$ cat src/sample_counter.sv
// loadable 16-bit down-counter holding at zero
`timescale 1ns/100ps

module sample_counter (
   input  logic        adc_clk,
   input  logic        rst_n_i,
   input  logic        load_i,                         // wins over count_en_i
   input  logic [15:0] load_value_i,
   input  logic        count_en_i,
   output logic [15:0] value_o,
   output logic        zero_o
);

   logic [15:0] cnt_r;

   always_ff @(posedge adc_clk or negedge rst_n_i) begin
      if (!rst_n_i) begin
         cnt_r <= '0;
      end else if (load_i) begin
         cnt_r <= load_value_i;
      end else if (count_en_i && (cnt_r != 16'd0)) begin
         cnt_r <= cnt_r - 16'd1;                       // stops at zero
      end
   end

   assign value_o = cnt_r;
   assign zero_o  = (cnt_r == 16'd0);

endmodule

$ cat config.mk
export PLATFORM = sky130hd
export DESIGN_NAME = sample_counter
export DESIGN_NICKNAME = d
export VERILOG_FILES = /design/src/sample_counter.sv
export SDC_FILE = /design/constraint.sdc
export NUM_CORES = 1
export LEC_CHECK = 0
export ABC_AREA = 1
export ABC_CLOCK_PERIOD_IN_PS = 1800
export BUFFER_PORTS_ARGS = -buffer_cell sky130_fd_sc_hd__buf_2
export CAP_MARGIN = 5
export CORE_MARGIN = 3
export CORE_UTILIZATION = 46
export DETAILED_ROUTE_END_ITERATION = 10
export GPL_TIMING_DRIVEN = 0
export MAX_ROUTING_LAYER = met4
export PLACE_DENSITY = 0.85
export SKIP_LAST_GASP = 1
export SLEW_MARGIN = 20
export SYNTH_ARGS = -nofsm -noshare
export SYNTH_HDL_FRONTEND = slang
export SYNTH_SLANG_ARGS = --single-unit
$ cat constraint.sdc
create_clock -name adc_clk -period 1.8 [get_ports adc_clk]
set_clock_uncertainty 0.1 [all_clocks]
set_input_delay 0.36 -clock adc_clk [delete_from_list [all_inputs] [get_ports adc_clk]]
set_output_delay 0.36 -clock adc_clk [all_outputs]
set_load 0.005 [all_outputs]
==> flow_summary.yaml <==
timing:
  tightest_slew_ps: 509
  fin_ws_ps: -399
  relSlewSlack_pct: 66.1
  finalHoldViolCount: 0
  finalCritPeriodShare_pct: 122
  slew_violations: 0
  setup_viol: 1
  layout_min_cycle_time_ps: 2200
  rsz0062_at_grt: "yes"
  max_freq_mhz: 455
  setup_tns_ps: -399
status:
  violations: "setup timing"
  outcome: "finished with violations"
pwr:
  power_leakage_nw: 0.868
  finalPower_mw: 1.11
  ir_worst_vdd_uv: 517
  power.density_nw_per_um2: 662
clock_network:
  clock_latency_ps: 300
  cts_inserted_buffers: 3
  htreeDepth: 1
  clkTransAtPathRegs_ps: 90
  cts_sinks: 16
  clock-root-buffer: "clkbuf_4"
  cts_tree: "done"
  cts_buffer_depth: 2
grt:
  grt_pass1_vias: 1263
  grtUsageTotal_pct: 22.1
  antenna_found_initial: 0
  grt_max_degree: 17
  grt_pass1_wl_um: 5600
  overflow: 0
route:
  drt_iter0_markers: 68
  vias: 1412
  final_antenna_net_count: 0
  wl_um: 3730
  wl_per_cell_um: 14.0
  route.detailed.drc: 0
  routed_via_density: 5.31
  drtPass1Iterations: 6
die:
  start_util_pct: 49.3
  core_um2: 2540
  io-pin-count: 37
  die_x_um: 58.2
  fp-row-count: 18
  die_area_um2: 3390
  die_h_um: 58.2
setup_path:
  cp_data_required_time_ps: 1340
  reg2reg_to: "value_o[6]$_DFFE_PN0P_"
  end_kind: "output port"
  worstRegToRegCells: 11
  start_kind: "flop"
  crit_type: "flop to output port"
  cp_max_fo: 2
  r2r_start: "value_o[0]$_DFFE_PN0P_"
  ff2ff_setup_slack_ps: 80
  critPathArrivalTime_ps: 1740
yosys:
  ys_warn_count: 0
  postSynthCellCount: 183
  synth_seq_cells: 16
  syn-cell-area_um2: 1250
  postSynthAreaPerCell_um2: 6.86
  synth.net_count: 204
  synth_cell_type_count: 25
  ys_seq_area_share_pct: 31.9
hold_path:
  min_to: "value_o[3]$_DFFE_PN0P_"
  holdCritStartpoint: "load_value_i[3]"
  whs_path_depth: 3
  hold_path_class: "primary input to flop"
finish:
  largest_reg_flops: 16
  finish.instance_area_um2: 1680
  fin_nets: 259
  final_util_pct: 66.0
  area_delta_synth_final_pct: 33.9
  antenna_cells: 0
  drive_gt1_share_pct: 39.8
  fill_cells: 231
placement:
  place_ws_ps: -206
  io_buffers: 36
  dp.final_hpwl_um: 2380
  place.gp.congestion: 0.857
  placed_area_um2: 1480
flow_run:
  maxCapViolations: 0
-- critical path, stage by stage, from the launching register on --
cell	delay, ps
dfrtp_1	410
inv_2	100
ha_4	140
inv_2	40
nor2_4	90
nand3_2	100
nor2_4	120
nand2_2	60
nor4_2	250
buf_2	150
-- final cells by class --
type                            instances  area (µm²)  share of cell area [%]
Multi-Input combinational cell        145         807                    48.0
Inverter                               17        63.8                    3.80
Clock buffer                            3        22.5                    1.34
Tap cell                               30        37.5                    2.23
Sequential cell                        16         400                    23.8
Timing Repair Buffer                   50         305                    18.2
Buffer                                  5        43.8                    2.61
-- placed cells by master, fill, tap and decap left out, types with 5 or more instances in the layout --
| master | count |
|---|---|
| buf_4 | 12 |
| inv_1 | 10 |
| nor2_4 | 5 |
| inv_2 | 7 |
| xor2_1 | 5 |
| nor2_1 | 24 |
| buf_2 | 37 |
| nand2_1 | 53 |
| dfrtp_1 | 16 |
| nand3_1 | 24 |
-- timing repair --
action,CTS,global route
endpoints found under the hold margin,16,0
hold buffers,1,0
setup buffers,6,7
gates cloned,0,1
gates resized for setup,4,10
endpoints found under the setup margin,1,8
pin swaps,3,7
-- metal layers --
| metal | up-vias | global-route usage, % | wire length (µm) |
|---|---|---|---|
| met2 | 75 | 36.8 | 1840 |
| met3 | 6 | 6.24 | 358 |
| li1 | 684 | - | - |
| met4 | 0 | 4.64 | 34 |
| met5 | - | - | 0 |
| met1 | 647 | 26.5 | 1490 |
-- worst max path at each step --
stage                            from      to  slack, ps  cells after the start
6_report       value_o[0]$_DFFE_PN0P_  zero_o       -400                      9
5_1_grt        value_o[7]$_DFFE_PN0P_  zero_o       -530                      6
4_1_cts        value_o[1]$_DFFE_PN0P_  zero_o       -350                      9
3_5_place_dp   value_o[0]$_DFFE_PN0P_  zero_o       -210                      9
3_3_place_gp   value_o[0]$_DFFE_PN0P_  zero_o       -210                      9
2_1_floorplan  value_o[0]$_DFFE_PN0P_  zero_o         20                      8
-- power by group --
part           total (mW)  internal (mW)  leakage (nW)  switching (mW)
registers           0.480          0.404         0.191          0.0762
clock network       0.204         0.0780        0.0138           0.126
logic               0.428          0.192         0.663           0.236
total                1.11          0.674         0.868           0.439
-- cells by family after synthesis --
| group | count (synthesis) | share of synthesized area, % |
|---|---|---|
| compound gates | 11 | 6.08 |
| simple gates | 127 | 49.0 |
| xor+xnor | 6 | 4.19 |
| fa+ha+maj | 1 | 0.997 |
| buf+inv | 22 | 7.88 |
| flops | 16 | 31.9 |
-- synthesized netlist by cell type, drive strengths merged --
master | n | area [µm²]
xor2 | 5 | 43.8
nor2 | 33 | 154
nand3 | 29 | 173
buf | 3 | 27.5
a21oi | 4 | 27.5
o21bai | 1 | 7.51
o21ai | 6 | 41.3
xnor2 | 1 | 8.76
nor4 | 1 | 12.5
clkbuf | 2 | 7.51
nand2 | 60 | 250
inv | 17 | 63.8
or2 | 4 | 25.0
dfrtp | 16 | 400
ha | 1 | 12.5
-- stage by stage --
stage / instances / hold WS, ps
2_1_floorplan: 183 / -35.6
4_1_cts: 259 / 180
6_report: 266 / 182
5_1_grt: 266 / 184
3_3_place_gp: 249 / 197
3_5_place_dp: 249 / 206
(Power assumes the default switching activity.)
