### src/digdar_bus_pkg.sv
// system bus address and data types, region select bits, scope register map
package digdar_bus_pkg;

   typedef logic [31:0] sys_addr_t;                    // byte address from host
   typedef logic [31:0] sys_data_t;                    // read and write data

   //----------------------------------------
   // region decode

   localparam int REGION_MSB = 22;                     // top region select bit
   localparam int REGION_LSB = 20;                     // 8 regions of 1 MB

   localparam logic [REGION_MSB-REGION_LSB:0] REGION_SCOPE = 3'd1;

   //----------------------------------------
   // scope register offsets inside the region

   localparam sys_addr_t REG_CTRL   = 32'h0000_0000;   // wr bit0 arms, rd state
   localparam sys_addr_t REG_THRESH = 32'h0000_0004;   // signed trigger level
   localparam sys_addr_t REG_DELAY  = 32'h0000_0008;   // samples after trigger
   localparam sys_addr_t REG_NEGATE = 32'h0000_000C;   // bit0 ch a, bit1 ch b

   // capture buffer window, one pair per 32-bit word
   localparam sys_addr_t BUF_BASE   = 32'h0001_0000;

endpackage

### src/digdar_sample_pkg.sv
// ADC width, sample type, sample pair union and capture state encoding
package digdar_sample_pkg;

   localparam int ADC_WIDTH = 14;                      // raw offset binary bits

   typedef logic signed [15:0] sample_t;               // sign extended sample

   typedef struct packed {
      sample_t a;                                      // ch a, upper half
      sample_t b;                                      // ch b, lower half
   } sample_pair_s;

   // the same word seen as a sample pair or as a bus word
   typedef union packed {
      sample_pair_s              pair;
      digdar_bus_pkg::sys_data_t raw;
   } sample_pair_u;

   typedef enum logic [2:0] {
      IDLE    = 3'd0,                                  // waiting for arm
      ARMED   = 3'd1,                                  // waiting for trigger
      DELAY   = 3'd2,                                  // trigger delay running
      CAPTURE = 3'd3,                                  // writing buffer
      DONE    = 3'd4                                   // buffer full
   } capture_state_e;

endpackage

### src/scope_bus_regs.sv
// system bus region decode, scope config registers, read mux, ack and err
`timescale 1ns/100ps

module scope_bus_regs #(
   parameter int CAPTURE_DEPTH = 256
) (
   input  logic                                 adc_clk,
   input  logic                                 rst_n_i,
   input  digdar_bus_pkg::sys_addr_t            sys_addr_i,
   input  digdar_bus_pkg::sys_data_t            sys_wdata_i,
   input  logic                                 sys_wen_i,     // one cycle strobe
   input  logic                                 sys_ren_i,     // one cycle strobe
   output digdar_bus_pkg::sys_data_t            sys_rdata_o,   // valid with ack
   output logic                                 sys_err_o,
   output logic                                 sys_ack_o,
   input  digdar_sample_pkg::capture_state_e    state_i,
   input  digdar_sample_pkg::sample_pair_u      rd_data_i,
   output logic [$clog2(CAPTURE_DEPTH)-1:0]     rd_addr_o,
   output digdar_sample_pkg::sample_t           thresh_o,
   output logic [15:0]                          delay_o,
   output logic                                 neg_a_o,
   output logic                                 neg_b_o,
   output logic                                 arm_o
);

   localparam int AW = $clog2(CAPTURE_DEPTH);
   localparam digdar_bus_pkg::sys_addr_t BUF_END =
      digdar_bus_pkg::BUF_BASE + digdar_bus_pkg::sys_addr_t'(4 * CAPTURE_DEPTH);

   //----------------------------------------
   // address decode

   digdar_bus_pkg::sys_addr_t  off;                   // offset inside region
   digdar_bus_pkg::sys_addr_t  buf_off;
   logic                       scope_sel;
   logic                       hit_ctrl, hit_thresh, hit_delay, hit_negate, hit_buf;
   logic                       wr_ok, rd_ok;
   digdar_bus_pkg::sys_data_t  reg_rdata;

   assign scope_sel  = (sys_addr_i[digdar_bus_pkg::REGION_MSB:digdar_bus_pkg::REGION_LSB] ==
                        digdar_bus_pkg::REGION_SCOPE);
   assign off        = digdar_bus_pkg::sys_addr_t'(sys_addr_i[digdar_bus_pkg::REGION_LSB-1:0]);
   assign buf_off    = off - digdar_bus_pkg::BUF_BASE;
   assign hit_ctrl   = (off == digdar_bus_pkg::REG_CTRL);
   assign hit_thresh = (off == digdar_bus_pkg::REG_THRESH);
   assign hit_delay  = (off == digdar_bus_pkg::REG_DELAY);
   assign hit_negate = (off == digdar_bus_pkg::REG_NEGATE);
   assign hit_buf    = (off >= digdar_bus_pkg::BUF_BASE) && (off < BUF_END);

   // buffer is read only, writes there get err
   assign wr_ok = sys_wen_i && scope_sel &&
                  (hit_ctrl || hit_thresh || hit_delay || hit_negate);
   assign rd_ok = sys_ren_i && scope_sel &&
                  (hit_ctrl || hit_thresh || hit_delay || hit_negate || hit_buf);

   assign rd_addr_o = buf_off[AW+1:2];                 // RAM reads during strobe cycle

   always_comb begin
      reg_rdata = '0;
      if (hit_ctrl)
         reg_rdata = {29'd0, state_i};                 // state code in bits 2..0
      else if (hit_thresh)
         reg_rdata = {16'd0, thresh_o};
      else if (hit_delay)
         reg_rdata = {16'd0, delay_o};
      else if (hit_negate)
         reg_rdata = {30'd0, neg_b_o, neg_a_o};
   end

   //----------------------------------------
   // registers and handshake

   logic                       ack_r, err_r, buf_sel_r;
   digdar_bus_pkg::sys_data_t  rdata_r;

   always_ff @(posedge adc_clk or negedge rst_n_i) begin
      if (!rst_n_i) begin
         ack_r     <= 1'b0;
         err_r     <= 1'b0;
         buf_sel_r <= 1'b0;
         rdata_r   <= '0;
         arm_o     <= 1'b0;
         thresh_o  <= '0;
         delay_o   <= '0;
         neg_a_o   <= 1'b0;
         neg_b_o   <= 1'b0;
      end else begin
         ack_r     <= sys_wen_i || sys_ren_i;          // always one cycle later
         err_r     <= (sys_wen_i || sys_ren_i) && !(wr_ok || rd_ok);
         buf_sel_r <= rd_ok && hit_buf;
         rdata_r   <= reg_rdata;
         arm_o     <= wr_ok && hit_ctrl && sys_wdata_i[0]; // single pulse
         if (wr_ok && hit_thresh)
            thresh_o <= digdar_sample_pkg::sample_t'(sys_wdata_i[15:0]);
         if (wr_ok && hit_delay)
            delay_o <= sys_wdata_i[15:0];
         if (wr_ok && hit_negate) begin
            neg_a_o <= sys_wdata_i[0];
            neg_b_o <= sys_wdata_i[1];
         end
      end
   end

   assign sys_ack_o   = ack_r;
   assign sys_err_o   = err_r;
   assign sys_rdata_o = buf_sel_r ? rd_data_i.raw : rdata_r; // RAM word or register
endmodule

### config.mk
export PLATFORM = sky130hd
export DESIGN_NAME = scope_bus_regs
export DESIGN_NICKNAME = d
export VERILOG_FILES = /design/src/digdar_bus_pkg.sv /design/src/digdar_sample_pkg.sv /design/src/scope_bus_regs.sv
export SDC_FILE = /design/constraint.sdc
export NUM_CORES = 1
export LEC_CHECK = 0
export CAP_MARGIN = 30
export CORE_MARGIN = 2
export CORE_UTILIZATION = 59
export DETAILED_ROUTE_END_ITERATION = 12
export DONT_BUFFER_PORTS = 1
export PLACE_DENSITY_LB_ADDON = 0.3
export SLEW_MARGIN = 20
export SYNTH_ARGS = -nofsm -noshare
export SYNTH_HDL_FRONTEND = slang
export SYNTH_SLANG_ARGS = --single-unit
### constraint.sdc
create_clock -name adc_clk -period 2.7 [get_ports adc_clk]
set_input_delay 0.135 -clock adc_clk [delete_from_list [all_inputs] [get_ports adc_clk]]
set_output_delay 0.135 -clock adc_clk [all_outputs]
set_load 0.005 [all_outputs]
==> impl_summary.log <==
[metrics] fin nets: approximately 320
[metrics] pin count of the biggest net entering global routing: between 50 and 60
[metrics] internal power: about 0.0011 W
[metrics] top cell type by total area after synthesis: dfrtp_1
[metrics] Port-buffer cells: 0
[metrics] DR pass1 iterations: 4
[metrics] leakage power of the design: roughly 1.4 nW
[metrics] total track usage: between 20 and 25%
[metrics] maximum level of the CTS H-tree: 2
[metrics] Clock power frac: 37.4%
[metrics] vias after detailed routing: between 1500 and 2000
[metrics] Final TNS setup: 0 ns
[metrics] crit-path max FO: 32
[metrics] fraction of final layout cells sized beyond drive strength 1: between 30 and 40%
[metrics] peak ir drop on the vdd network: between 200 and 300 uV
[metrics] clk_lat worst skew: around 0.30 ns
[metrics] post-CTS repair timing setup buffer count: 0
[metrics] Critical path origin: buf_sel_r
[metrics] synthesis-to-finish area growth: 12.6%
[metrics] proportion of power drawn by flip-flops and latches: between 50% and 60%
[metrics] number of buffers added by the clock tree synthesis step: 5
[metrics] total global routing overflow: 0
[metrics] power spent charging and discharging nets: ~0.00030 W
[metrics] area share of the leading cell type in the synthesized netlist: about half
[metrics] measured slew at the worst slew-check pin: 0.807 ns
[metrics] number of nets produced by synthesis: between 300 and 400
[metrics] count of routing violations after the opening detailed-route iteration: 98
[metrics] critical-path cell with the highest stage delay: dfrtp_1
[metrics] data required time at the worst endpoint: between 2 and 3 ns
[metrics] worst slack after detailed placement: 0.733 ns
[metrics] CP endpoint kind: primary output
[metrics] count of unique library cells instantiated by Yosys: 27
[metrics] switching power share of the total: roughly a fifth
[metrics] height of the chip: ~70 um
[metrics] highest achievable clock rate: ~570 MHz
[metrics] headroom to the max-slew limit: between 40% and 50%
[metrics] kind of launch point of the worst setup path: register
[metrics] I/O pin cnt: 180
[metrics] Mapped Area: about 0.0027 sq mm
[metrics] placeable core region: approximately 0.0044 sq mm
[metrics] number of enable flip-flop cells after synthesis: 0
[metrics] post-synthesis sequential area ratio: between 50% and 60%
[metrics] Final setup violation count: 0
[metrics] worst clock skew: roughly 0.0020 ns
[metrics] first-pass GRT wire length: between 9 and 10 mm
[metrics] top cells by area, synth: dfrtp_1 (50%), mux2_2 (13%), mux2_4 (11%), and2_1 (3.7%), a22oi_1 (3.6%)
[metrics] part of the total power dissipated in combinational logic: under 10%
[metrics] Critical Setup Path Class: reg -> out
[metrics] number of clock sinks: between 50 and 60
[metrics] commonest cells in the netlist: dfrtp_1 (54), mux2_2 (30), nor2_1 (23)
[metrics] dominant synthesized flop cell: dfrtp_1
[metrics] HPWL after detailed placement: about 4.5 mm
[metrics] class of the tightest hold or removal check: in -> reg
[metrics] capture point of the worst reg-to-reg path: rdata_r[0]
[metrics] outcome: complete, no violations
[metrics] post-synthesis average cell area: between 10 and 15 sq um
[metrics] per-cell via count in the routed design: roughly 6.3
[metrics] Worst EP arrival: around 1.6 ns
[metrics] cell count along the critical path: 1
[metrics] total power density per cell area: between 400 and 500 mW/mm^2
[metrics] clock root buffer master: clkbuf_8
[metrics] synthesized instance count: 204
[metrics] total of max-cap violations: 0
[metrics] number of buffers and inverters on the critical path: 0
[metrics] post-layout utilization of the core: 69.2%
[metrics] antenna violation net count after detailed routing: 0
[metrics] average wire per standard cell: between 20 and 25 um
[metrics] Final WS setup: between 0.9 and 1 ns
[metrics] die width: 71.4 um
[metrics] most common cell in the netlist: dfrtp_1
[metrics] routability-driven placement congestion ratio: between 0.7 and 0.8
[metrics] vias in the first global route: 1791
[metrics] residual DRC count: 0
[metrics] Max Root-Sink Buffers: 2
[metrics] number of hold violations in the final report: 0
[metrics] CTS tree: done
[metrics] number of antenna violations at the first check in global routing: 0
[metrics] Total Die Area: 0.00509 sq mm
[metrics] clock edge transition at the registers on the reported setup and hold paths: ~0.090 ns
[metrics] flip-flop and latch count after synthesis: 54
[metrics] FF-to-FF path depth: 2
[metrics] post-route minimum period: 1.75 ns
[metrics] Worst R2R Start: neg_a_o
[metrics] Critical Path, Cell by Cell: mux2_2
[metrics] share of synthesized registers carrying an async set or reset: 100%
[metrics] capture point of the worst path: sys_rdata_o[8]
[metrics] highest cell delay on the worst timing path: between 0.8 and 0.9 ns
[metrics] Top delay family on crit path: flip-flops
[metrics] RSZ-0062 raised after global routing: no
[metrics] post-cts gate resize count: 0
[metrics] total count of max-transition violations in the final report: 0
[metrics] fill count: just under 300
[metrics] R2R setup slack: ~1.5 ns
[metrics] crit share post-route: 64.9%
[metrics] Power Total: 0.00142 W
[metrics] # rows: 24
[metrics] total detailed-routing wirelength: a little over 6 mm
[metrics] ant diodes: 0
[metrics] starting density of the core: about three fifths
[metrics] count of yosys warnings during synthesis: 0
[how the worst min path moves through the flow]
| stage | from | endpoint | slack [ns] | depth (start not counted) |
|---|---|---|---|---|
| 2_1_floorplan | rst_n_i | arm_o | -0.16 | 0 |
| 3_3_place_gp | rst_n_i | delay_o[1] | -0.16 | 0 |
| 3_5_place_dp | rst_n_i | delay_o[1] | -0.16 | 0 |
| 4_1_cts | sys_ren_i | sys_err_o | 0.06 | 3 |
| 5_1_grt | sys_addr_i[3] | rdata_r[2] | 0.07 | 3 |
| 6_report | sys_ren_i | sys_err_o | 0.06 | 3 |
[per-stage QoR]
| stage | hold slack (ns) | std cells | area, sq um |
|---|---|---|---|
| after global routing | 0.0699 | 274 | 3010 |
| after CTS | 0.0579 | 274 | 3010 |
| final | 0.0575 | 274 | 3010 |
| after floorplan | -0.161 | 204 | 2680 |
| after global placement | -0.160 | 243 | 2660 |
| after detailed placement | -0.160 | 243 | 2660 |
[worst reg2reg max path: cells and delay by family (launching register included)]
kind / cells / cell delay (ns)
and+or+nand+nor: 1 / 0.15
DFF: 1 / 0.43
muxes: 1 / 0.46
[power groups by stage]
stage	combinational [W]	sequential [W]	clock, W
after detailed placement	0.0000304	0.000826	0
after global routing	0.0000866	0.000811	0.000576
after global placement	0.0000295	0.000827	0
after floorplan	0.0000358	0.000826	0
final	0.0000785	0.000810	0.000532
after CTS	0.0000796	0.000810	0.000541
[repair_timing]
item | CTS | global route
setup endpoints to repair | 0 | 0
hold buffers | 23 | 0
hold endpoints to repair | 92 | 0
[sequential cells by signal, summed over array words and instances, names as in the netlist]
signal     count
arm_o          1
buf_sel_r      1
sys_ack_o      1
thresh_o      16
rdata_r       16
neg_a_o        1
sys_err_o      1
neg_b_o        1
delay_o       16
[per-layer routing]
metal	wire, um	vias to the layer above	global-route usage (%)
met5	0	-	0
met4	109	0	7.34
met3	458	12	6.33
met2	3340	111	46.2
met1	2190	853	27.5
li1	-	740	-
[logic make-up after synthesis]
| group | count (synthesis) | synth area share (%) |
|---|---|---|
| buf+inv | 21 | 5.05 |
| compound gates | 15 | 4.11 |
| mux | 53 | 25.9 |
| simple gates | 61 | 14.5 |
| flops | 54 | 50.5 |
[layout make-up]
class / count / area (sq um) / area share, %
repair buffers: 28 / 285 / 9.46
well taps: 52 / 65.1 / 2.16
multi-input cells: 129 / 1190 / 39.5
clock buffers: 6 / 72.6 / 2.41
clock inverters: 2 / 37.5 / 1.25
flip-flops and latches: 54 / 1350 / 44.8
inverters: 3 / 11.3 / 0.374
[cells in the final DEF (no fill, tap or decap), types with 4 or more instances in the layout]
| master | synthesis | routed |
|---|---|---|
| dlygate4sd3_1 | 0 | 22 |
| dfrtp_1 | 54 | 54 |
| nor2_1 | 23 | 23 |
| nand2_1 | 4 | 4 |
| clkbuf_8 | 0 | 5 |
| mux2_2 | 30 | 30 |
| and2_1 | 16 | 16 |
| mux2_4 | 20 | 20 |
| buf_4 | 9 | 5 |
| a22oi_1 | 13 | 13 |
(Power assumes the default switching activity.)
