==> src/digdar_bus_pkg.sv <==
// system bus address and data types, region select bits, scope register map
package digdar_bus_pkg;

   typedef logic [31:0] sys_addr_t;                    // byte address from host
   typedef logic [31:0] sys_data_t;                    // read and write data

   //----------------------------------------
   // region decode

   localparam int REGION_MSB = 22;                     // top region select bit
   localparam int REGION_LSB = 20;                     // 8 regions of 1 MB

   localparam logic [REGION_MSB-REGION_LSB:0] REGION_SCOPE = 3'd1;

   //----------------------------------------
   // scope register offsets inside the region

   localparam sys_addr_t REG_CTRL   = 32'h0000_0000;   // wr bit0 arms, rd state
   localparam sys_addr_t REG_THRESH = 32'h0000_0004;   // signed trigger level
   localparam sys_addr_t REG_DELAY  = 32'h0000_0008;   // samples after trigger
   localparam sys_addr_t REG_NEGATE = 32'h0000_000C;   // bit0 ch a, bit1 ch b

   // capture buffer window, one pair per 32-bit word
   localparam sys_addr_t BUF_BASE   = 32'h0001_0000;

endpackage

==> src/digdar_sample_pkg.sv <==
// ADC width, sample type, sample pair union and capture state encoding
package digdar_sample_pkg;

   localparam int ADC_WIDTH = 14;                      // raw offset binary bits

   typedef logic signed [15:0] sample_t;               // sign extended sample

   typedef struct packed {
      sample_t a;                                      // ch a, upper half
      sample_t b;                                      // ch b, lower half
   } sample_pair_s;

   // the same word seen as a sample pair or as a bus word
   typedef union packed {
      sample_pair_s              pair;
      digdar_bus_pkg::sys_data_t raw;
   } sample_pair_u;

   typedef enum logic [2:0] {
      IDLE    = 3'd0,                                  // waiting for arm
      ARMED   = 3'd1,                                  // waiting for trigger
      DELAY   = 3'd2,                                  // trigger delay running
      CAPTURE = 3'd3,                                  // writing buffer
      DONE    = 3'd4                                   // buffer full
   } capture_state_e;

endpackage

==> src/capture_fsm.sv <==
// arm, trigger delay, capture and done sequencing over the shared counter
`timescale 1ns/100ps

module capture_fsm #(
   parameter int CAPTURE_DEPTH = 256                   // power of two
) (
   input  logic                                  adc_clk,
   input  logic                                  rst_n_i,
   input  logic                                  arm_i,      // one cycle from bus
   input  logic                                  trig_i,
   input  logic [15:0]                           delay_i,
   input  logic                                  cnt_zero_i,
   input  logic [15:0]                           cnt_value_i,
   output logic                                  cnt_load_o,
   output logic [15:0]                           cnt_load_value_o,
   output logic                                  cnt_en_o,
   output logic                                  wr_en_o,
   output logic [$clog2(CAPTURE_DEPTH)-1:0]      wr_addr_o,
   output digdar_sample_pkg::capture_state_e     state_o
);

   localparam int AW = $clog2(CAPTURE_DEPTH);

   digdar_sample_pkg::capture_state_e state_r;
   digdar_sample_pkg::capture_state_e state_nxt;

   always_ff @(posedge adc_clk or negedge rst_n_i) begin
      if (!rst_n_i)
         state_r <= digdar_sample_pkg::IDLE;
      else
         state_r <= state_nxt;
   end

   always_comb begin
      state_nxt        = state_r;
      cnt_load_o       = 1'b0;
      cnt_load_value_o = 16'(CAPTURE_DEPTH - 1);       // capture length minus one
      case (state_r)
         digdar_sample_pkg::IDLE,
         digdar_sample_pkg::DONE: begin
            if (arm_i)
               state_nxt = digdar_sample_pkg::ARMED;
         end
         digdar_sample_pkg::ARMED: begin
            if (trig_i) begin
               cnt_load_o = 1'b1;
               if (delay_i == 16'd0) begin
                  state_nxt = digdar_sample_pkg::CAPTURE; // crossing sample is word 0
               end else begin
                  state_nxt        = digdar_sample_pkg::DELAY;
                  cnt_load_value_o = delay_i - 16'd1;  // zero flag ends the delay
               end
            end
         end
         digdar_sample_pkg::DELAY: begin
            if (cnt_zero_i) begin
               cnt_load_o = 1'b1;
               state_nxt  = digdar_sample_pkg::CAPTURE;
            end
         end
         digdar_sample_pkg::CAPTURE: begin
            if (cnt_zero_i)
               state_nxt = digdar_sample_pkg::DONE;    // last word written now
         end
         default: state_nxt = digdar_sample_pkg::IDLE;
      endcase
   end

   assign cnt_en_o  = (state_r == digdar_sample_pkg::DELAY) ||
                      (state_r == digdar_sample_pkg::CAPTURE);
   assign wr_en_o   = (state_r == digdar_sample_pkg::CAPTURE);
   assign wr_addr_o = AW'(CAPTURE_DEPTH - 1) - cnt_value_i[AW-1:0]; // from remaining count
   assign state_o   = state_r;

endmodule

==> config.mk <==
export PLATFORM = sky130hd
export DESIGN_NAME = capture_fsm
export DESIGN_NICKNAME = d
export VERILOG_FILES = /design/src/digdar_bus_pkg.sv /design/src/digdar_sample_pkg.sv /design/src/capture_fsm.sv
export SDC_FILE = /design/constraint.sdc
export NUM_CORES = 1
export LEC_CHECK = 0
export BUFFER_PORTS_ARGS = -buffer_cell sky130_fd_sc_hd__buf_4
export CAP_MARGIN = 20
export CORE_MARGIN = 2
export CORE_UTILIZATION = 30
export DETAILED_ROUTE_END_ITERATION = 7
export HOLD_SLACK_MARGIN = 0.06
export PLACE_DENSITY = 0.75
export SETUP_SLACK_MARGIN = 0.5
export SLEW_MARGIN = 20
export SYNTH_ARGS = -nofsm -noshare
export SYNTH_HDL_FRONTEND = slang
export SYNTH_SLANG_ARGS = --single-unit
==> constraint.sdc <==
create_clock -name adc_clk -period 1.8 [get_ports adc_clk]
set_input_delay 0.18 -clock adc_clk [delete_from_list [all_inputs] [get_ports adc_clk]]
set_output_delay 0.18 -clock adc_clk [all_outputs]
set_load 0.02 [all_outputs]
==> impl_results.md, run 1 <==
* Worst Path Max Fanout at 8
* CP endpoint kind: primary output
* Synth Area per Inst at 6.85 um^2
* P_sw at 559 uW
* Fill count at 119
* Number of global-route vias before repair at 1051
* All-layer global routing usage at 22.8%
* Outcome: complete, but fails checks
* First-pass GRT wire length at 4.37 mm
* Fin Hold WS at 235 ps
* Number of buffers created by CTS at 3
* Crit-path cells: buf_6 > or4_4 > or4_4 > o31ai_4 > buf_12 > a21oi_2 > buf_4
* Final setup viols at 15
* Commonest cells in the netlist: inv_1, nand2_1, nor2_1
* Starting Density at 31.4%
* # IOs at 67
* Fmax at 473 MHz
* Die X at 49.1 um
* #FFs+latches synth at 3
* Worst Path Arrival at 1930 ps
* PD cells at 782 nW/um^2
* Final period utilization at 117%
* RePlAce Congestion at 0.756
* Top_reg_cell synth: dfrtp_1
* Crit path kind: in -> out
* Via density at 4.94
* Combinational Power Share at 81.6%
* Yosys cell types at 30
* Maximum vdd drop at 0.442 mV
* Hold Crit Class: in -> reg
* Least-Margin Pin Slew at 379 ps
* Yosys top cell by area: dfrtp_1
* CTS tree: built
* Post-synthesis async set-or-reset flop share at 100%
* Area Growth Syn to Fin at 163%
* Sw frac at 44.5%
* Root Buffer: clkbuf_4
* CP delay by family, top: simple AND/OR/NAND/NOR gates
* CTS H-tree depth at 1
* Number of inserted diodes at 0
* DIE AREA at 2410 um^2
* Synth Cell Area at 609 um^2
* Layout cell share with drive strength beyond 1 at 70.2%
* Post-synth top area share at 12.3%
* Initial antenna violation count at 0
* Leakage at 0.747 nW
* Post-synth EDFFs at 0
* Core box area at 1940 um^2
* Power share of the sequential group at 8.9%
* Post-route cell area at 1600 um^2
* Tmin final at 2110 ps
* Final Slew Violations at 0
* Clk_skew at 3.66 ps
* Final Hold Vio Count at 0
* Syn nets at 127
* Clock share of power at 9.5%
* Routed Antenna Nets at 0
* Max stage delay cell, worst path: or4_4
* Critical Path Max Stage Delay at 530 ps
* Number of port buffers at 58
* Die H at 49.1 um
* Nature of the critical path startpoint: primary input
* CP required at 1620 ps
* DRC viols at 0
* Max Cap Viol at 0
* Overflow after GRT at 0
* CTS sink cnt at 3
* Cell Area, Placed at 1330 um^2
* Cells after Synth at 89
* Clock slew at reported path FFs at 40 ps
* Initial DRC count at 10
* Bufs and invs on worst path at 3
* Drt pass-1 iters at 4
* Nets@finish at 220
* DR WL/cell at 13.4 um
* Register area share after synthesis at 12.3%
* Slew HR at 74.5%
* Largest net degree at the start of global routing at 9
* RSZ-0062 raised after global routing: yes
* Placed cell count at 198
* Finished Layout Cells at 208
* Deepest clock path buffer count at 2
* Most Frequent Cell on Critical Path: or4_4
* Vias at 1028
* Count leader, synth: inv_1
* Row count at 16
* Failing checks: setup timing
* Clock Latency Late Sink at 230 ps
* Synth area leaders: dfrtp_1, inv_1, or4_4
* Yosys warns at 0
* Max reg flops at 3
* Cell Int Power at 696 uW
* Final worst setup slack at -314 ps
* Post-DP HPWL at 1.79 mm
* Routed WL at 2.79 mm
==> logic make-up (layout without fill, tap and decap cells) <==
group	after synthesis	after routing	synth area share, %
flip-flops	3	3	12.3
AND/OR/NAND/NOR	47	47	43.9
buffers and inverters	13	105	8.21
XOR/XNOR	10	10	14.4
AO/OA/AOI/OAI	15	15	19.1
adder cells (fa/ha/maj)	1	1	2.05
==> per-layer routing <==
metal / share of wire [%] / up-vias / GRT usage (%)
li1: - / 496 / -
met1: 40 / 478 / 23.3
met2: 53 / 50 / 45.3
met3: 5.9 / 4 / 2.45
met4: 1.7 / 0 / 10.5
met5: 0 / - / 0
==> power by group through the flow <==
stage	registers [mW]	logic, mW	clock network, mW
after floorplan	0.175	0.374	0
after global placement	0.109	0.826	0
after detailed placement	0.110	0.839	0
after CTS	0.112	0.978	0.122
after global routing	0.117	1.08	0.127
final	0.112	1.02	0.119
==> layout make-up <==
cell class | count | area, um^2 | share of cell area (%)
Timing Repair Buffer | 89 | 773 | 48.2
Sequential cell | 3 | 75.1 | 4.68
Inverter | 12 | 45.0 | 2.81
Multi-Input combinational cell | 73 | 651 | 40.6
Tap cell | 27 | 33.8 | 2.11
Clock buffer | 4 | 26.3 | 1.64
==> layout by cell type, fill, tap and decap left out, types with 2 or more instances in the layout <==
cell,count
nand2b_1,3
nand2_2,6
nor2_4,4
nor2_1,4
xnor2_1,5
or4_4,5
or3_4,3
clkbuf_4,3
o21ai_0,4
dfrtp_1,3
buf_6,24
or3_1,3
buf_4,63
xor2_1,4
a21oi_4,2
nor4_1,3
nand2_1,3
nor2_2,2
inv_1,12
==> metrics by stage <==
step | power, mW | TNS [ps] | utilization [%] | worst slack (ps)
after detailed placement | 0.948 | -4760 | 68.2 | -359
after CTS | 1.21 | -4160 | 79.4 | -296
after global routing | 1.32 | -4350 | 82.6 | -325
final | 1.26 | -4120 | 82.6 | -314
after floorplan | 0.549 | -1870 | - | -172
after global placement | 0.935 | -4530 | 68.2 | -346
==> worst paths after layout <==
path / from / end / slack, ps / cells after the start
max reg2reg: state_o[0]$_DFFE_PN0P_ / state_o[0]$_DFFE_PN0P_ / 610 / 5
max: delay_i[11] / cnt_load_value_o[14] / -310 / 7
min in group asynchronous: rst_n_i / state_o[0]$_DFFE_PN0P_ / 270 / 2
max in group asynchronous: rst_n_i / state_o[1]$_DFFE_PN0P_ / 1430 / 2
min: cnt_zero_i / state_o[2]$_DFFE_PN0P_ / 230 / 2
min reg2reg: state_o[0]$_DFFE_PN0P_ / state_o[1]$_DFFE_PN0P_ / 620 / 2
==> worst register-to-register path, cell delays in order (launching register included) <==
cell and delay, ps:
dfrtp_1 360, buf_4 160, xor2_1 160, a2bb2oi_1 140, o21ai_0 90, a21o_1 170
==> timing repair <==
item	in CTS	in global routing
setup buffers	3	2
hold buffers	1	0
resized for setup	39	10
pin swaps	7	6
endpoints found under the hold margin	3	0
endpoints found under the setup margin	19	19
Note: power is estimated with default switching activity, not from simulation.
==> run 2: changes to the inputs <==
- GPL_TIMING_DRIVEN: default -> 0
==> impl_results.md, run 2 (synthesized netlist as in run 1, its figures left out) <==
* Number of buffers created by CTS at 3 (unchanged)
* Routed WL at 2.74 mm (was 2.79 mm)
* CTS sink cnt at 3 (unchanged)
* Vias at 969 (was 1028)
* Fin Hold WS at 215 ps (was 235 ps)
* Area Growth Syn to Fin at 143% (was 163%)
* R2R depth at 7 (was 5)
* CP endpoint kind: primary output (unchanged)
* Via density at 4.94 (about the same)
* Final Hold Vio Count at 0 (unchanged)
* Row count at 16 (unchanged)
* Worst r2r dst: state_o[0]$_DFFE_PN0P_ (unchanged)
* Slew HR at 68.4% (was 74.5%)
* Final worst setup slack at -322 ps (was -314 ps)
* Fill count at 134 (was 119)
* Nets@finish at 208 (was 220)
* Core box area at 1940 um^2 (unchanged)
* Setup TNS at -3940 ps (was -4120 ps)
* PD cells at 892 nW/um^2 (was 782 nW/um^2)
* Drt pass-1 iters at 4 (unchanged)
* Final period utilization at 118% (was 117%)
* Maximum vdd drop at 0.621 mV (was 0.442 mV)
* Critical Path Max Stage Delay at 550 ps (was 530 ps)
* Routed Antenna Nets at 0 (unchanged)
* Number of port buffers at 58 (unchanged)
* Clock slew at reported path FFs at 40 ps (about the same)
* Hold worst-path end: state_o[2]$_DFFE_PN0P_ (unchanged)
* Hold Startpoint: cnt_zero_i (unchanged)
* Fmax at 471 MHz (was 473 MHz)
* Max Cap Viol at 0 (unchanged)
* Pwr Total at 1.32 mW (was 1.26 mW)
* CP delay by family, top: simple AND/OR/NAND/NOR gates (unchanged)
* RSZ-0062 raised after global routing: yes (unchanged)
* Reg-to-Reg Start: state_o[1]$_DFFE_PN0P_ (was state_o[0]$_DFFE_PN0P_)
* Cell Area, Placed at 1130 um^2 (was 1330 um^2)
* Leakage at 0.680 nW (was 0.747 nW)
* Starting Density at 31.4% (unchanged)
* Least-Margin Pin Slew at 470 ps (was 379 ps)
* Clock Latency Late Sink at 230 ps (about the same)
* Tmin final at 2120 ps (was 2110 ps)
* Outcome: complete, but fails checks (unchanged)
* Final Slew Violations at 0 (unchanged)
* # IOs at 67 (unchanged)
* Post-route cell area at 1480 um^2 (was 1600 um^2)
* Commonest non-fill, non-tap cell in the layout: buf_4 (unchanged)
* Number of inserted diodes at 0 (unchanged)
* Finished Layout Cells at 196 (was 208)
* Deepest clock path buffer count at 2 (unchanged)
* Crit-path cells: buf_6 > or4_4 > or3_4 > or4_4 > a21oi_4 > buf_6 (was buf_6 > or4_4 > or4_4 > o31ai_4 > buf_12 > a21oi_2 > buf_4)
* Hold Crit Class: in -> reg (unchanged)
* Worst Path Arrival at 1940 ps (was 1930 ps)
* Layout cell share with drive strength beyond 1 at 65.1% (was 70.2%)
* Max reg flops at 3 (unchanged)
* Final setup viols at 15 (unchanged)
* First-pass GRT wire length at 4.18 mm (was 4.37 mm)
* Nature of the critical path startpoint: primary input (unchanged)
* DIE AREA at 2410 um^2 (unchanged)
* Commonest cells after routing, fill and taps aside: buf_4, buf_6, inv_1 (unchanged)
* Post-Place Setup Slack at -448 ps (was -359 ps)
* Max stage delay cell, worst path: or4_4 (unchanged)
* Crit path kind: in -> out (unchanged)
* Root Buffer: clkbuf_4 (unchanged)
* Post-DP HPWL at 1.57 mm (was 1.79 mm)
* CP required at 1620 ps (about the same)
* Clk_skew at 0.897 ps (was 3.66 ps)
* RePlAce Congestion at 0.765 (was 0.756)
* Worst Path Max Fanout at 5 (was 8)
* Initial antenna violation count at 0 (unchanged)
* Placed cell count at 174 (was 198)
* Bufs and invs on worst path at 2 (was 3)
* Overflow after GRT at 0 (unchanged)
* Die X at 49.1 um (unchanged)
* Failing checks: setup timing (unchanged)
* CTS H-tree depth at 1 (unchanged)
* All-layer global routing usage at 22.0% (was 22.8%)
* Die H at 49.1 um (unchanged)
* Initial DRC count at 6 (was 10)
* DR WL/cell at 14.0 um (was 13.4 um)
* Flop-to-flop setup slack at 450 ps (was 610 ps)
* CTS tree: built (unchanged)
* Hold depth at 2 (unchanged)
* Largest net degree at the start of global routing at 9 (unchanged)
* Number of global-route vias before repair at 968 (was 1051)
* Finished Core Util at 76.3% (was 82.6%)
* DRC viols at 0 (unchanged)
run 2: report_power, final:
group / total (mW) / leakage [nW] / switching (mW) / internal, mW
clock network: 0.119 / 0.0150 / 0.0361 / 0.0832
registers: 0.130 / 0.0371 / 0.0324 / 0.0979
logic: 1.07 / 0.628 / 0.503 / 0.569
total: 1.32 / 0.680 / 0.571 / 0.750
run 2: worst max-delay path by stage:
stage | start | to | slack (ps) | cells past startpoint
floorplan | delay_i[11] | cnt_load_value_o[10] | -170 | 4
global placement | delay_i[11] | cnt_load_value_o[8] | -440 | 6
detailed placement | delay_i[11] | cnt_load_value_o[11] | -450 | 6
CTS | delay_i[6] | cnt_load_value_o[13] | -330 | 6
global route | delay_i[6] | cnt_load_value_o[13] | -340 | 6
finish | delay_i[6] | cnt_load_value_o[13] | -320 | 6
run 2: routing by layer:
metal	track usage, %	part of all wire (%)	vias up
met5	0	0	-
met4	2.86	0	0
met3	6.75	7.8	0
met2	44.1	55	46
met1	22.0	37	451
li1	-	-	472
run 2: area by class of cell:
| type | count | area (um^2) | area share, % |
|---|---|---|---|
| Clock buffer | 4 | 26.3 | 1.77 |
| Tap cell | 27 | 33.8 | 2.28 |
| Sequential cell | 3 | 76.3 | 5.15 |
| Timing Repair Buffer | 76 | 698 | 47.1 |
| Buffer | 1 | 5.00 | 0.338 |
| Inverter | 12 | 45.0 | 3.04 |
| Multi-Input combinational cell | 73 | 597 | 40.3 |
run 2: timing repair:
action                                 CTS  global route
endpoints found under the hold margin    3             0
setup endpoints to repair               19            22
resized for setup                       35            11
pin swaps                               11             5
hold buffers                             1             0
setup buffers                           12             5
