===== config.mk =====
export PLATFORM = sky130hd
export DESIGN_NAME = adc_frontend
export DESIGN_NICKNAME = d
export VERILOG_FILES = /design/src/digdar_bus_pkg.sv /design/src/digdar_sample_pkg.sv /design/src/adc_frontend.sv
export SDC_FILE = /design/constraint.sdc
export NUM_CORES = 1
export LEC_CHECK = 0
export ABC_AREA = 0
export BUFFER_PORTS_ARGS = -buffer_cell sky130_fd_sc_hd__buf_2
export CORE_AREA = 2 2 100 73
export CTS_CLUSTER_DIAMETER = 50
export DETAILED_ROUTE_END_ITERATION = 7
export DIE_AREA = 0 0 102 75
export GPL_ROUTABILITY_DRIVEN = 1
export PLACE_DENSITY = 0.77
export SETUP_SLACK_MARGIN = 0.2
export SLEW_MARGIN = 10
export SYNTH_ARGS = -nofsm -noshare
export SYNTH_HDL_FRONTEND = slang
export SYNTH_SLANG_ARGS = --single-unit

===== constraint.sdc =====
create_clock -name adc_clk -period 11.5 [get_ports adc_clk]
set_input_delay 2.3 -clock adc_clk [delete_from_list [all_inputs] [get_ports adc_clk]]
set_output_delay 2.3 -clock adc_clk [all_outputs]
set_load 0.01 [all_outputs]

===== src/digdar_bus_pkg.sv =====
// system bus address and data types, region select bits, scope register map
package digdar_bus_pkg;

   typedef logic [31:0] sys_addr_t;                    // byte address from host
   typedef logic [31:0] sys_data_t;                    // read and write data

   //----------------------------------------
   // region decode

   localparam int REGION_MSB = 22;                     // top region select bit
   localparam int REGION_LSB = 20;                     // 8 regions of 1 MB

   localparam logic [REGION_MSB-REGION_LSB:0] REGION_SCOPE = 3'd1;

   //----------------------------------------
   // scope register offsets inside the region

   localparam sys_addr_t REG_CTRL   = 32'h0000_0000;   // wr bit0 arms, rd state
   localparam sys_addr_t REG_THRESH = 32'h0000_0004;   // signed trigger level
   localparam sys_addr_t REG_DELAY  = 32'h0000_0008;   // samples after trigger
   localparam sys_addr_t REG_NEGATE = 32'h0000_000C;   // bit0 ch a, bit1 ch b

   // capture buffer window, one pair per 32-bit word
   localparam sys_addr_t BUF_BASE   = 32'h0001_0000;

endpackage


===== src/digdar_sample_pkg.sv =====
// ADC width, sample type, sample pair union and capture state encoding
package digdar_sample_pkg;

   localparam int ADC_WIDTH = 14;                      // raw offset binary bits

   typedef logic signed [15:0] sample_t;               // sign extended sample

   typedef struct packed {
      sample_t a;                                      // ch a, upper half
      sample_t b;                                      // ch b, lower half
   } sample_pair_s;

   // the same word seen as a sample pair or as a bus word
   typedef union packed {
      sample_pair_s              pair;
      digdar_bus_pkg::sys_data_t raw;
   } sample_pair_u;

   typedef enum logic [2:0] {
      IDLE    = 3'd0,                                  // waiting for arm
      ARMED   = 3'd1,                                  // waiting for trigger
      DELAY   = 3'd2,                                  // trigger delay running
      CAPTURE = 3'd3,                                  // writing buffer
      DONE    = 3'd4                                   // buffer full
   } capture_state_e;

endpackage


===== src/adc_frontend.sv =====
// ADC input registers, two's complement conversion, negation, channel B trigger
`timescale 1ns/100ps

module adc_frontend (
   input  logic                                         adc_clk,
   input  logic                                         rst_n_i,
   input  logic [digdar_sample_pkg::ADC_WIDTH-1:0]      adc_dat_a_i,  // offset binary
   input  logic [digdar_sample_pkg::ADC_WIDTH-1:0]      adc_dat_b_i,  // offset binary
   input  logic                                         neg_a_i,
   input  logic                                         neg_b_i,
   input  digdar_sample_pkg::sample_t                   thresh_i,     // trigger level
   output digdar_sample_pkg::sample_pair_u              pair_o,
   output logic                                         trig_o        // rising crossing
);

   localparam int ADC_W = digdar_sample_pkg::ADC_WIDTH;

   logic [ADC_W-1:0]                raw_a_r;           // first stage, as received
   logic [ADC_W-1:0]                raw_b_r;
   digdar_sample_pkg::sample_t      conv_a;            // converted, not yet registered
   digdar_sample_pkg::sample_t      conv_b;
   digdar_sample_pkg::sample_pair_u pair_r;

   // flip msb for two's complement, optional negate with saturation
   function automatic digdar_sample_pkg::sample_t convert(input logic [ADC_W-1:0] raw,
                                                          input logic neg);
      logic signed [ADC_W-1:0] tc;
      tc = {~raw[ADC_W-1], raw[ADC_W-2:0]};
      if (neg) begin
         if (tc == {1'b1, {(ADC_W-1){1'b0}}})
            tc = {1'b0, {(ADC_W-1){1'b1}}};          // -8192 has no positive twin
         else
            tc = -tc;
      end
      return digdar_sample_pkg::sample_t'(tc);         // sign extend
   endfunction

   always_ff @(posedge adc_clk or negedge rst_n_i) begin
      if (!rst_n_i) begin
         raw_a_r <= '0;
         raw_b_r <= '0;
         pair_r  <= '0;
      end else begin
         raw_a_r         <= adc_dat_a_i;
         raw_b_r         <= adc_dat_b_i;
         pair_r.pair.a   <= conv_a;                    // out one edge after capture
         pair_r.pair.b   <= conv_b;
      end
   end

   assign conv_a = convert(raw_a_r, neg_a_i);
   assign conv_b = convert(raw_b_r, neg_b_i);

   // incoming b against the b now on pair_o, so the crossing sample comes next
   assign trig_o = (conv_b >= thresh_i) && (pair_r.pair.b < thresh_i);
   assign pair_o = pair_r;

endmodule


==> results.txt, run 1 <==
clk sink count = 56
Antenna diodes = 0
GR Overflow Total = 0
Final Hold Vio Count = 0
Reg area = 1400 sq um
peak supply drop = 0.0674 mV
NetSw = 0.111 mW
largest net degree at the start of global routing = 57
CTS Buf Count = 5
Layout area overhead = 18.9%
Final GP Congestion = 0.848
vias in the first global route = 2,130
drc violations = 0
die area = 7650 sq um
Post-Syn Area = 2940 sq um
most common cell after layout, fill and taps aside = buf_2
met1 Resource Use GR = 0.264
Starting Density = 0.443
status = finished, final reports clean
Worst EP required = 9.20 ns
Core ar. = 6630 sq um
R2R setup slack = 8.96 ns
internal power = 0.295 mW
startpoint types = input pin
CTS tree = built
standard-cell rows = 25
Worst Tran Pin Value = 0.711 ns
switch share = 0.274
main flop type after synthesis = dfrtp_1
area post-placement = 3400 sq um
H-tree Lvls = 2
power per cell area = 116 nW/um^2
Seq/Total Area, Yosys = 0.477
final antenna-violating net count = 0
post-CTS setup buffer count = 0
GR Util met2 = 0.240
DR vias = 2,259
FF-to-FF Start = raw_b_r[1]
drt wl/cell = 13.6 microns
Bufs on Longest Clock Path = 2
hold path endpoint = pair_o[29]
EDFF count, synth = 0
DR vias/cell = 4.95
Distinct cells, synth = 45
Die Y = 75 microns
Syn Area/Cell = 10.3 sq um
most frequent cells in the layout = 80 x buf_2, 56 x dfrtp_1, 33 x ha_1
Post-Syn Instances = 284
worst rel slew slack = 0.521
net count after synthesis = 365
#FFs+latches synth = 56
met3 Usage GRT = 0.0409
Die Width = 102 microns
I/O pin count = 81
Crit Path Class = in -> out
port bufs = 80
R2R depth = 7
hold depth = 1
GRT Max-Usage Layer = met1
Static Leakage = 1.74 nW
reg-to-reg endpoint = pair_o[3]
Post-CTS Resized = 0
Total GRT Usage = 0.171
CP Capture Type = output port
initial antenna violation count = 0
Arr. time, crit path = 4.99 ns
Final Instance Area = 3490 sq um
Root Driver = clkbuf_8
WL final = 6.21 mm
async set-reset flop share out of synthesis = 1.00
Crit Path Max Fanout = 22
Clock Skews = 0.00641 ns
Gate power share = 0.195
Ys Warns = 0
final slew viol count = 0
post-DP HPWL = 5.17 mm
Skew-Pair Late Insertion Delay = 0.30 ns
clock network fraction of total power = 0.262
RSZ-0062 raised after global routing = no
area of the multi-input gates = 1390 sq um
register clock-pin slew on the reported worst setup and hold paths = 0.09 ns
HP Start = raw_a_r[13]
total negative slack = 0 ns
Hold-fix buffers, CTS = 0
DR iter-0 viols = 87
fin crit share = 0.634
share of cells above drive strength 1 = 0.268
worst hold path class = reg -> reg
Fmax = 0.137 GHz
minimum clock period = 7.29 ns
Max-Cap Viols = 0
Final nets = 442
final setup fails = 0
# fillers = 621
drt first pass iters = 4
first-pass GRT wire length = 10.0 mm
Seq pwr share = 0.543
## cells by family after synthesis
logic type | count (synthesis) | synth area share
adders and majority gates | 33 | 0.141
buffers and inverters | 34 | 0.0511
and+or+nand+nor | 78 | 0.149
muxes | 1 | 0.00383
DFF | 56 | 0.477
xor gates and xnor gates | 12 | 0.0358
AOI/OAI and AO/OA | 70 | 0.143
## layout make-up
| type | instances | area share |
|---|---|---|
| multi-input cells | 194 | 0.397 |
| clock inverters | 1 | 0.00215 |
| well taps | 94 | 0.0337 |
| clock buffers | 7 | 0.0247 |
| flip-flops and latches | 56 | 0.401 |
| inverters | 23 | 0.0247 |
| repair buffers | 81 | 0.117 |
## how the worst max path moves through the flow
stage | slack, ns | startpoint | end | cells after the start
floorplan | 4.91 | neg_b_i | trig_o | 10
global placement | 4.43 | neg_b_i | trig_o | 12
detailed placement | 4.26 | neg_b_i | trig_o | 12
CTS | 4.26 | neg_b_i | trig_o | 12
global route | 3.98 | neg_b_i | trig_o | 12
finish | 4.21 | neg_b_i | trig_o | 12
## registers in the layout (all words and copies together) (netlist names)
name and flops:
raw_a_r 14, pair_o 28, raw_b_r 14
## power groups by stage
stage | registers [mW] | logic, mW | clock network, mW
floorplan | 0.227 | 0.0414 | 0
CTS | 0.220 | 0.0799 | 0.111
global placement | 0.224 | 0.0759 | 0
finish | 0.220 | 0.0792 | 0.106
global route | 0.222 | 0.0906 | 0.120
detailed placement | 0.224 | 0.0794 | 0
## metal layers
metal | part of all wire | wire length, microns
met1 | 0.50 | 3110
met5 | 0 | 0
met3 | 0.073 | 453
met2 | 0.42 | 2580
met4 | 0.0095 | 59
## cell usage after synthesis, types with 2 or more instances
| cell type | number | share of area |
|---|---|---|
| a21o_1 | 5 | 0.013 |
| ha_1 | 33 | 0.14 |
| a21oi_1 | 15 | 0.026 |
| nand2_1 | 29 | 0.037 |
| o31ai_1 | 3 | 0.0077 |
| xor2_1 | 10 | 0.030 |
| nor3_4 | 2 | 0.011 |
| a21boi_0 | 2 | 0.0051 |
| dfrtp_1 | 56 | 0.48 |
| nand3_1 | 4 | 0.0068 |
| nor3_1 | 6 | 0.010 |
| nor2b_1 | 3 | 0.0064 |
| o41ai_1 | 3 | 0.0089 |
| buf_4 | 4 | 0.010 |
| xnor2_1 | 2 | 0.0060 |
| o21a_1 | 2 | 0.0051 |
| or4_1 | 2 | 0.0051 |
| inv_1 | 23 | 0.029 |
| o21ai_0 | 28 | 0.048 |
| nand2b_1 | 3 | 0.0064 |
| o211ai_1 | 2 | 0.0051 |
| nand4_1 | 4 | 0.0085 |
| nor4_1 | 2 | 0.0043 |
| clkbuf_1 | 6 | 0.0077 |
| nor2_1 | 9 | 0.012 |
| a31oi_1 | 5 | 0.011 |
| or3_1 | 3 | 0.0064 |
## per-stage QoR
step | utilization | hold slack, ns | power (mW) | worst slack [ns] | cells
3_5_place_dp | 0.512 | 0.492 | 0.304 | 4.26 | 448
6_report | 0.527 | 0.505 | 0.406 | 4.21 | 456
3_3_place_gp | 0.512 | 0.482 | 0.300 | 4.43 | 448
5_1_grt | 0.527 | 0.550 | 0.433 | 3.98 | 456
2_1_floorplan | - | 0.462 | 0.269 | 4.91 | 284
4_1_cts | 0.527 | 0.505 | 0.412 | 4.26 | 456
## critical path: stages
cell and delay [ns]:
buf_2 0.21, o21a_1 0.17, a21o_1 0.15, o21ai_0 0.56, ha_1 0.26, and4_1 0.23
nand2_1 0.09, nor3_1 0.23, o21ai_0 0.13, and4b_1 0.21, a311oi_1 0.28, buf_2 0.18
Power figures use the tool's default switching activity.
==> run 2, diff against run 1 <==
clock period = 6.8 ns   (was 11.5 ns; I/O delays follow)
==> run 2 against run 1 <==
Against the previous run:
- hold slack improved by 0.011 ns
- clock skew increased by 0.0034 ns
- largest cell class unchanged
- die area unchanged
- cell count unchanged
- wire length unchanged
- clock-buffer cell count decreased by 1
- utilization decreased by 0.075 points
==> results.txt, run 2 (synthesis gave the netlist of run 1 again) <==
status = finished, final reports clean (unchanged)
initial antenna violation count = 0 (unchanged)
drt wl/cell = 13.6 microns (unchanged)
minimum clock period = 5.50 ns
Starting Density = 0.443 (unchanged)
area post-placement = 3400 sq um (unchanged)
Final Util = 0.526 (was 0.527)
reg-to-reg endpoint = pair_o[3] (unchanged)
Antenna diodes = 0 (unchanged)
FF-to-FF Start = raw_b_r[0] (was raw_b_r[1])
Static Leakage = 1.73 nW (was 1.74 nW)
Final GP Congestion = 0.848 (about the same)
worst hold path class = reg -> reg (unchanged)
R2R depth = 7 (unchanged)
DR vias/cell = 4.98 (was 4.95)
H-tree Lvls = 2 (unchanged)
Skew-Pair Late Insertion Delay = 0.30 ns (about the same)
post-CTS setup buffer count = 0 (unchanged)
Max-Cap Viols = 0 (unchanged)
final antenna-violating net count = 0 (unchanged)
DR iter-0 viols = 79 (was 87)
peak supply drop = 0.0932 mV (was 0.0674 mV)
CTS Buf Count = 5 (unchanged)
startpoint types = flip-flop (was input pin)
largest net degree at the start of global routing = 57 (unchanged)
crit path capture = trig_o (unchanged)
Die Y = 75 microns (unchanged)
I/O pin count = 81 (unchanged)
CP most frequent cell = ha_1
Crit Path Class = reg -> out (was in -> out)
drc violations = 0 (unchanged)
port bufs = 80 (unchanged)
most frequent cells in the layout = 80 x buf_2, 56 x dfrtp_1, 33 x ha_1 (unchanged)
Layout area overhead = 18.7% (was 18.9%)
drt first pass iters = 4 (unchanged)
Final nets = 442 (unchanged)
CTS tree = built (unchanged)
share of cells above drive strength 1 = 0.268 (unchanged)
Core ar. = 6630 sq um (unchanged)
Worst EP required = 5.44 ns (was 9.20 ns)
Fmax = 0.182 GHz
register clock-pin slew on the reported worst setup and hold paths = 0.10 ns (was 0.09 ns)
Die Width = 102 microns (unchanged)
final slew viol count = 0 (unchanged)
Hold-fix buffers, CTS = 0 (unchanged)
Worst Tran Pin Value = 0.676 ns (was 0.711 ns)
DR vias = 2,273 (was 2,259)
WL final = 6.21 mm (unchanged)
standard-cell rows = 25 (unchanged)
Root Driver = clkbuf_8 (unchanged)
post-DP HPWL = 5.12 mm (was 5.17 mm)
Placed Instances = 448 (unchanged)
power per cell area = 195 nW/um^2 (was 116 nW/um^2)
vias in the first global route = 2,070 (was 2,130)
most common cell after layout, fill and taps aside = buf_2 (unchanged)
total negative slack = 0 ns (unchanged)
CP startpoint = raw_b_r[0] (was neg_b_i)
max FFs per register = 28 (unchanged)
# fillers = 628 (was 621)
Bufs on Longest Clock Path = 2 (unchanged)
CP peak stage delay = 0.42 ns (was 0.56 ns)
CP cell instances = inv_1 -> ha_1 -> or3b_4 -> or3_4 -> or2_4 -> nor3_4 -> a21boi_1 -> o22a_1 -> ha_1 -> and4_1 -> nand2_1 -> nor3_1 -> o21ai_0 -> and4b_1 -> a311oi_1 -> buf_2 (was buf_2 -> o21a_1 -> a21o_1 -> o21ai_0 -> ha_1 -> and4_1 -> nand2_1 -> nor3_1 -> o21ai_0 -> and4b_1 -> a311oi_1 -> buf_2)
Total GRT Usage = 0.167 (was 0.171)
Crit Path Max Fanout = 5 (was 22)
first-pass GRT wire length = 9.80 mm (was 10.0 mm)
Final Instance Area = 3490 sq um (about the same)
worst rel slew slack = 0.549 (was 0.521)
RSZ-0062 raised after global routing = no (unchanged)
die area = 7650 sq um (unchanged)
CP Capture Type = output port (unchanged)
CP max stage cell = or3b_4 (was o21ai_0)
Post-CTS Resized = 0 (unchanged)
Clock Skews = 0.00980 ns (was 0.00641 ns)
Final Hold Vio Count = 0 (unchanged)
Non-Filler Instances = 456 (unchanged)
final setup fails = 0 (unchanged)
clk sink count = 56 (unchanged)
R2R setup slack = 4.29 ns (was 8.96 ns)
fin crit share = 0.809
Arr. time, crit path = 4.14 ns (was 4.99 ns)
GR Overflow Total = 0 (unchanged)
==> run 2: changes by cell type in the layout (fill, tap and decap cells not counted) <==
cell	change
clkinv_4	+1
clkbuf_8	-1
==> run 2: through the flow <==
step	power [mW]	setup slack, ns	hold WS (ns)
2_1_floorplan	0.454	2.05	0.462
4_1_cts	0.691	1.33	0.506
5_1_grt	0.725	1.06	0.537
3_3_place_gp	0.507	1.62	0.482
6_report	0.682	1.30	0.517
3_5_place_dp	0.514	1.44	0.494
==> run 2: worst min path at each step <==
stage,from,endpoint,slack (ns),cells after the start
after floorplan,raw_a_r[13],pair_o[29],0.46,1
after global placement,raw_a_r[13],pair_o[29],0.48,1
after detailed placement,raw_a_r[13],pair_o[29],0.49,1
after CTS,raw_a_r[13],pair_o[29],0.51,1
after global routing,raw_a_r[13],pair_o[29],0.54,1
final,raw_a_r[13],pair_o[29],0.52,1
==> run 2: where the power goes <==
part | switching (mW) | internal (mW)
logic | 0.0749 | 0.0593
registers | 0.0173 | 0.356
clock network | 0.101 | 0.0734
==> run 2: critical path, delay by kind of cell (launching register included) <==
kind / cells / cell delay (ns)
buffers and inverters: 2 / 0.26
and+or+nand+nor: 8 / 1.92
adders and majority gates: 2 / 0.48
AOI/OAI and AO/OA: 4 / 0.78
DFF: 1 / 0.41
==> run 2: final cells by class <==
| type | count | area (sq um) | area share |
|---|---|---|---|
| sequential | 56 | 1400 | 0.402 |
| tap | 94 | 118 | 0.0337 |
| clock buffer | 6 | 72.6 | 0.0208 |
| clock inverter | 2 | 16.3 | 0.00466 |
| timing repair buffer | 81 | 408 | 0.117 |
| multi-input combinational | 194 | 1390 | 0.397 |
| inverter | 23 | 86.3 | 0.0248 |
==> run 2: per-layer routing <==
| metal | wire (microns) | vias to the layer above | part of all wire | track usage |
|---|---|---|---|---|
| li1 | - | 1157 | - | - |
| met1 | 3180 | 1043 | 0.51 | 0.257 |
| met2 | 2590 | 69 | 0.42 | 0.242 |
| met3 | 390 | 4 | 0.063 | 0.0381 |
| met4 | 43 | 0 | 0.0069 | 0.0356 |
| met5 | 0 | - | 0 | 0 |
==> run 3, diff against run 2 <==
ABC_AREA = 1   (was 0)
CORE_AREA = 2 2 103 75   (was 2 2 100 73)
DIE_AREA = 0 0 105 77   (was 0 0 102 75)
clock period = 5.7 ns   (was 6.8 ns; I/O delays follow)
==> run 3 against run 2 <==
Against the previous run:
- critical path depth decreased by 4
- area after synthesis increased by 6.9%
- sequential share of layout area decreased by 2.6 points
- register-to-register slack got worse by 0.57 ns
- die area increased by 5.7%
- setup slack got worse by 0.21 ns
- sequential cell count unchanged
- combinational power increased by 36%
==> results.txt, run 3 <==
power per cell area = 233 nW/um^2 (was 195 nW/um^2)
most common cell after layout, fill and taps aside = nand2_1 (was buf_2)
post-CTS setup buffer count = 0 (unchanged)
Syn Area/Cell = 8.67 sq um (was 10.3 sq um)
post-DP HPWL = 5.45 mm (was 5.12 mm)
Worst Tran Pin Value = 0.686 ns (was 0.676 ns)
Die Width = 105 microns (was 102 microns)
Skew-Pair Late Insertion Delay = 0.29 ns (was 0.30 ns)
biggest area consumer among synthesized cells = dfrtp_1 (unchanged)
Starting Density = 0.443 (about the same)
total power = 0.870 mW (was 0.682 mW)
Ys Warns = 0 (unchanged)
main flop type after synthesis = dfrtp_1 (unchanged)
share of cells above drive strength 1 = 0.257 (was 0.268)
final setup fails = 0 (unchanged)
Distinct cells, synth = 33 (was 45)
peak supply drop = 0.148 mV (was 0.0932 mV)
minimum clock period = 4.62 ns
Placed Instances = 533 (was 448)
area fraction of the dominant cell type after synthesis = 0.446 (was 0.477)
status = finished, final reports clean (unchanged)
drt wl/cell = 12.3 microns (was 13.6 microns)
most frequent cells in the layout = 85 x nand2_1, 80 x buf_2, 56 x dfrtp_1 (was 80 x buf_2, 56 x dfrtp_1, 33 x ha_1)
CTS tree = built (unchanged)
Fmax = 0.217 GHz
total negative slack = 0 ns (unchanged)
Post-Syn Area = 3140 sq um (was 2940 sq um)
EDFF count, synth = 0 (unchanged)
Hold-fix buffers, CTS = 0 (unchanged)
largest cells by area after synthesis = dfrtp_1 45%, ha_1 13%, nand2_1 10% (was dfrtp_1 48%, ha_1 14%, o21ai_0 4.8%)
worst hold path class = reg -> reg (unchanged)
net count after synthesis = 443 (was 365)
final slew viol count = 0 (unchanged)
CP Capture Type = output port (unchanged)
Total GRT Usage = 0.173 (was 0.167)
vias in the first global route = 2,443 (was 2,070)
# fillers = 696 (was 628)
WL final = 6.66 mm (was 6.21 mm)
CTS Buf Count = 5 (unchanged)
async set-reset flop share out of synthesis = 1.00 (unchanged)
drt first pass iters = 5 (was 4)
Seq/Total Area, Yosys = 0.446 (was 0.477)
Crit Path Class = in -> out (was reg -> out)
GRT Max-Usage Layer = met1 (unchanged)
Crit Path Max Fanout = 15 (was 5)
GR Util met2 = 0.256 (was 0.242)
port bufs = 80 (unchanged)
Final Util = 0.526 (about the same)
I/O pin count = 81 (unchanged)
first-pass GRT wire length = 11.4 mm (was 9.80 mm)
startpoint types = input pin (was flip-flop)
Root Driver = clkbuf_8 (unchanged)
hold slack = 0.497 ns (was 0.517 ns)
max FFs per register = 28 (unchanged)
Setup WS pre-CTS = 1.12 ns (was 1.44 ns)
Post-CTS Resized = 0 (unchanged)
Max-Cap Viols = 0 (unchanged)
Layout area overhead = 18.7% (about the same)
most frequent cell after synthesis = nand2_1 (was dfrtp_1)
DR vias/cell = 4.79 (was 4.98)
final worst slack = 1.08 ns (was 1.30 ns)
drc violations = 0 (unchanged)
H-tree Lvls = 2 (unchanged)
register clock-pin slew on the reported worst setup and hold paths = 0.09 ns (was 0.10 ns)
Antenna diodes = 0 (unchanged)
Clock Skews = 0.00509 ns (was 0.00980 ns)
area post-placement = 3620 sq um (was 3400 sq um)
Non-Filler Instances = 541 (was 456)
Static Leakage = 2.06 nW (was 1.73 nW)
Final nets = 523 (was 442)
standard-cell rows = 26 (was 25)
Final Hold Vio Count = 0 (unchanged)
Worst EP required = 4.56 ns (was 5.44 ns)
Post-Syn Instances = 362 (was 284)
die area = 8090 sq um (was 7650 sq um)
Bufs on Longest Clock Path = 2 (unchanged)
#FFs+latches synth = 56 (unchanged)
Arr. time, crit path = 3.48 ns (was 4.14 ns)
Core ar. = 7090 sq um (was 6630 sq um)
worst rel slew slack = 0.543 (was 0.549)
fin crit share = 0.810
GR Overflow Total = 0 (unchanged)
initial antenna violation count = 0 (unchanged)
largest net degree at the start of global routing = 57 (unchanged)
Die Y = 77 microns (was 75 microns)
top post-synthesis cells by count = 85 x nand2_1, 56 x dfrtp_1, 46 x inv_1 (was 56 x dfrtp_1, 33 x ha_1, 29 x nand2_1)
DR iter-0 viols = 166 (was 79)
clk sink count = 56 (unchanged)
met3 Usage GRT = 0.0272 (was 0.0381)
final antenna-violating net count = 0 (unchanged)
DR vias = 2,591 (was 2,273)
Final Instance Area = 3730 sq um (was 3490 sq um)
RSZ-0062 raised after global routing = no (unchanged)
Final GP Congestion = 0.837 (was 0.848)
met1 Resource Use GR = 0.265 (was 0.257)
run 3: path summary, 6_finish.rpt:
| path | startpoint | end | slack, ns | cells after the start |
|---|---|---|---|---|
| min in group asynchronous | rst_n_i | pair_o[2] | 0.96 | 2 |
| max in group asynchronous | rst_n_i | pair_o[15] | 4.28 | 2 |
| min | raw_a_r[0] | pair_o[16] | 0.50 | 2 |
| max reg2reg | raw_b_r[0] | pair_o[7] | 3.72 | 7 |
| max | neg_b_i | trig_o | 1.08 | 12 |
| min reg2reg | raw_a_r[0] | pair_o[16] | 0.50 | 2 |
run 3: logic make-up after synthesis:
kind of cell,after synthesis,synth area share
adder cells (fa/ha/maj),33,0.132
buffers and inverters,58,0.0757
AND/OR/NAND/NOR,182,0.283
XOR/XNOR,3,0.00837
AO/OA/AOI/OAI,30,0.0550
flip-flops,56,0.446
run 3: layer usage:
metal / wire (microns) / share of wire / vias to the layer above
li1: - / - / 1326
met1: 3430 / 0.52 / 1165
met2: 2820 / 0.42 / 96
met3: 364 / 0.055 / 4
met4: 42 / 0.0063 / 0
met5: 0 / 0 / -
run 3: critical path: stages:
cell	delay, ns
buf_2	0.24
nand4_1	0.47
nand2_1	0.20
nor2_1	0.10
ha_1	0.33
nand2_1	0.10
nor3_1	0.30
nand2_1	0.12
a21oi_1	0.14
nor2_1	0.06
nor2_1	0.12
buf_2	0.15
run 3: report_power, final:
part / internal, mW / switching, mW / leakage, nW / total (mW)
sequential: 0.423 / 0.0173 / 0.658 / 0.441
clock: 0.130 / 0.117 / 0.0552 / 0.247
combinational: 0.0745 / 0.108 / 1.35 / 0.182
run 3: layout make-up:
type,count,area [sq um],area share
Timing Repair Buffer,81,408,0.109
Inverter,50,188,0.0504
Tap cell,98,123,0.0329
Clock buffer,6,72.6,0.0195
Clock inverter,2,35.0,0.00940
Sequential cell,56,1400,0.376
Multi-Input combinational cell,248,1500,0.402
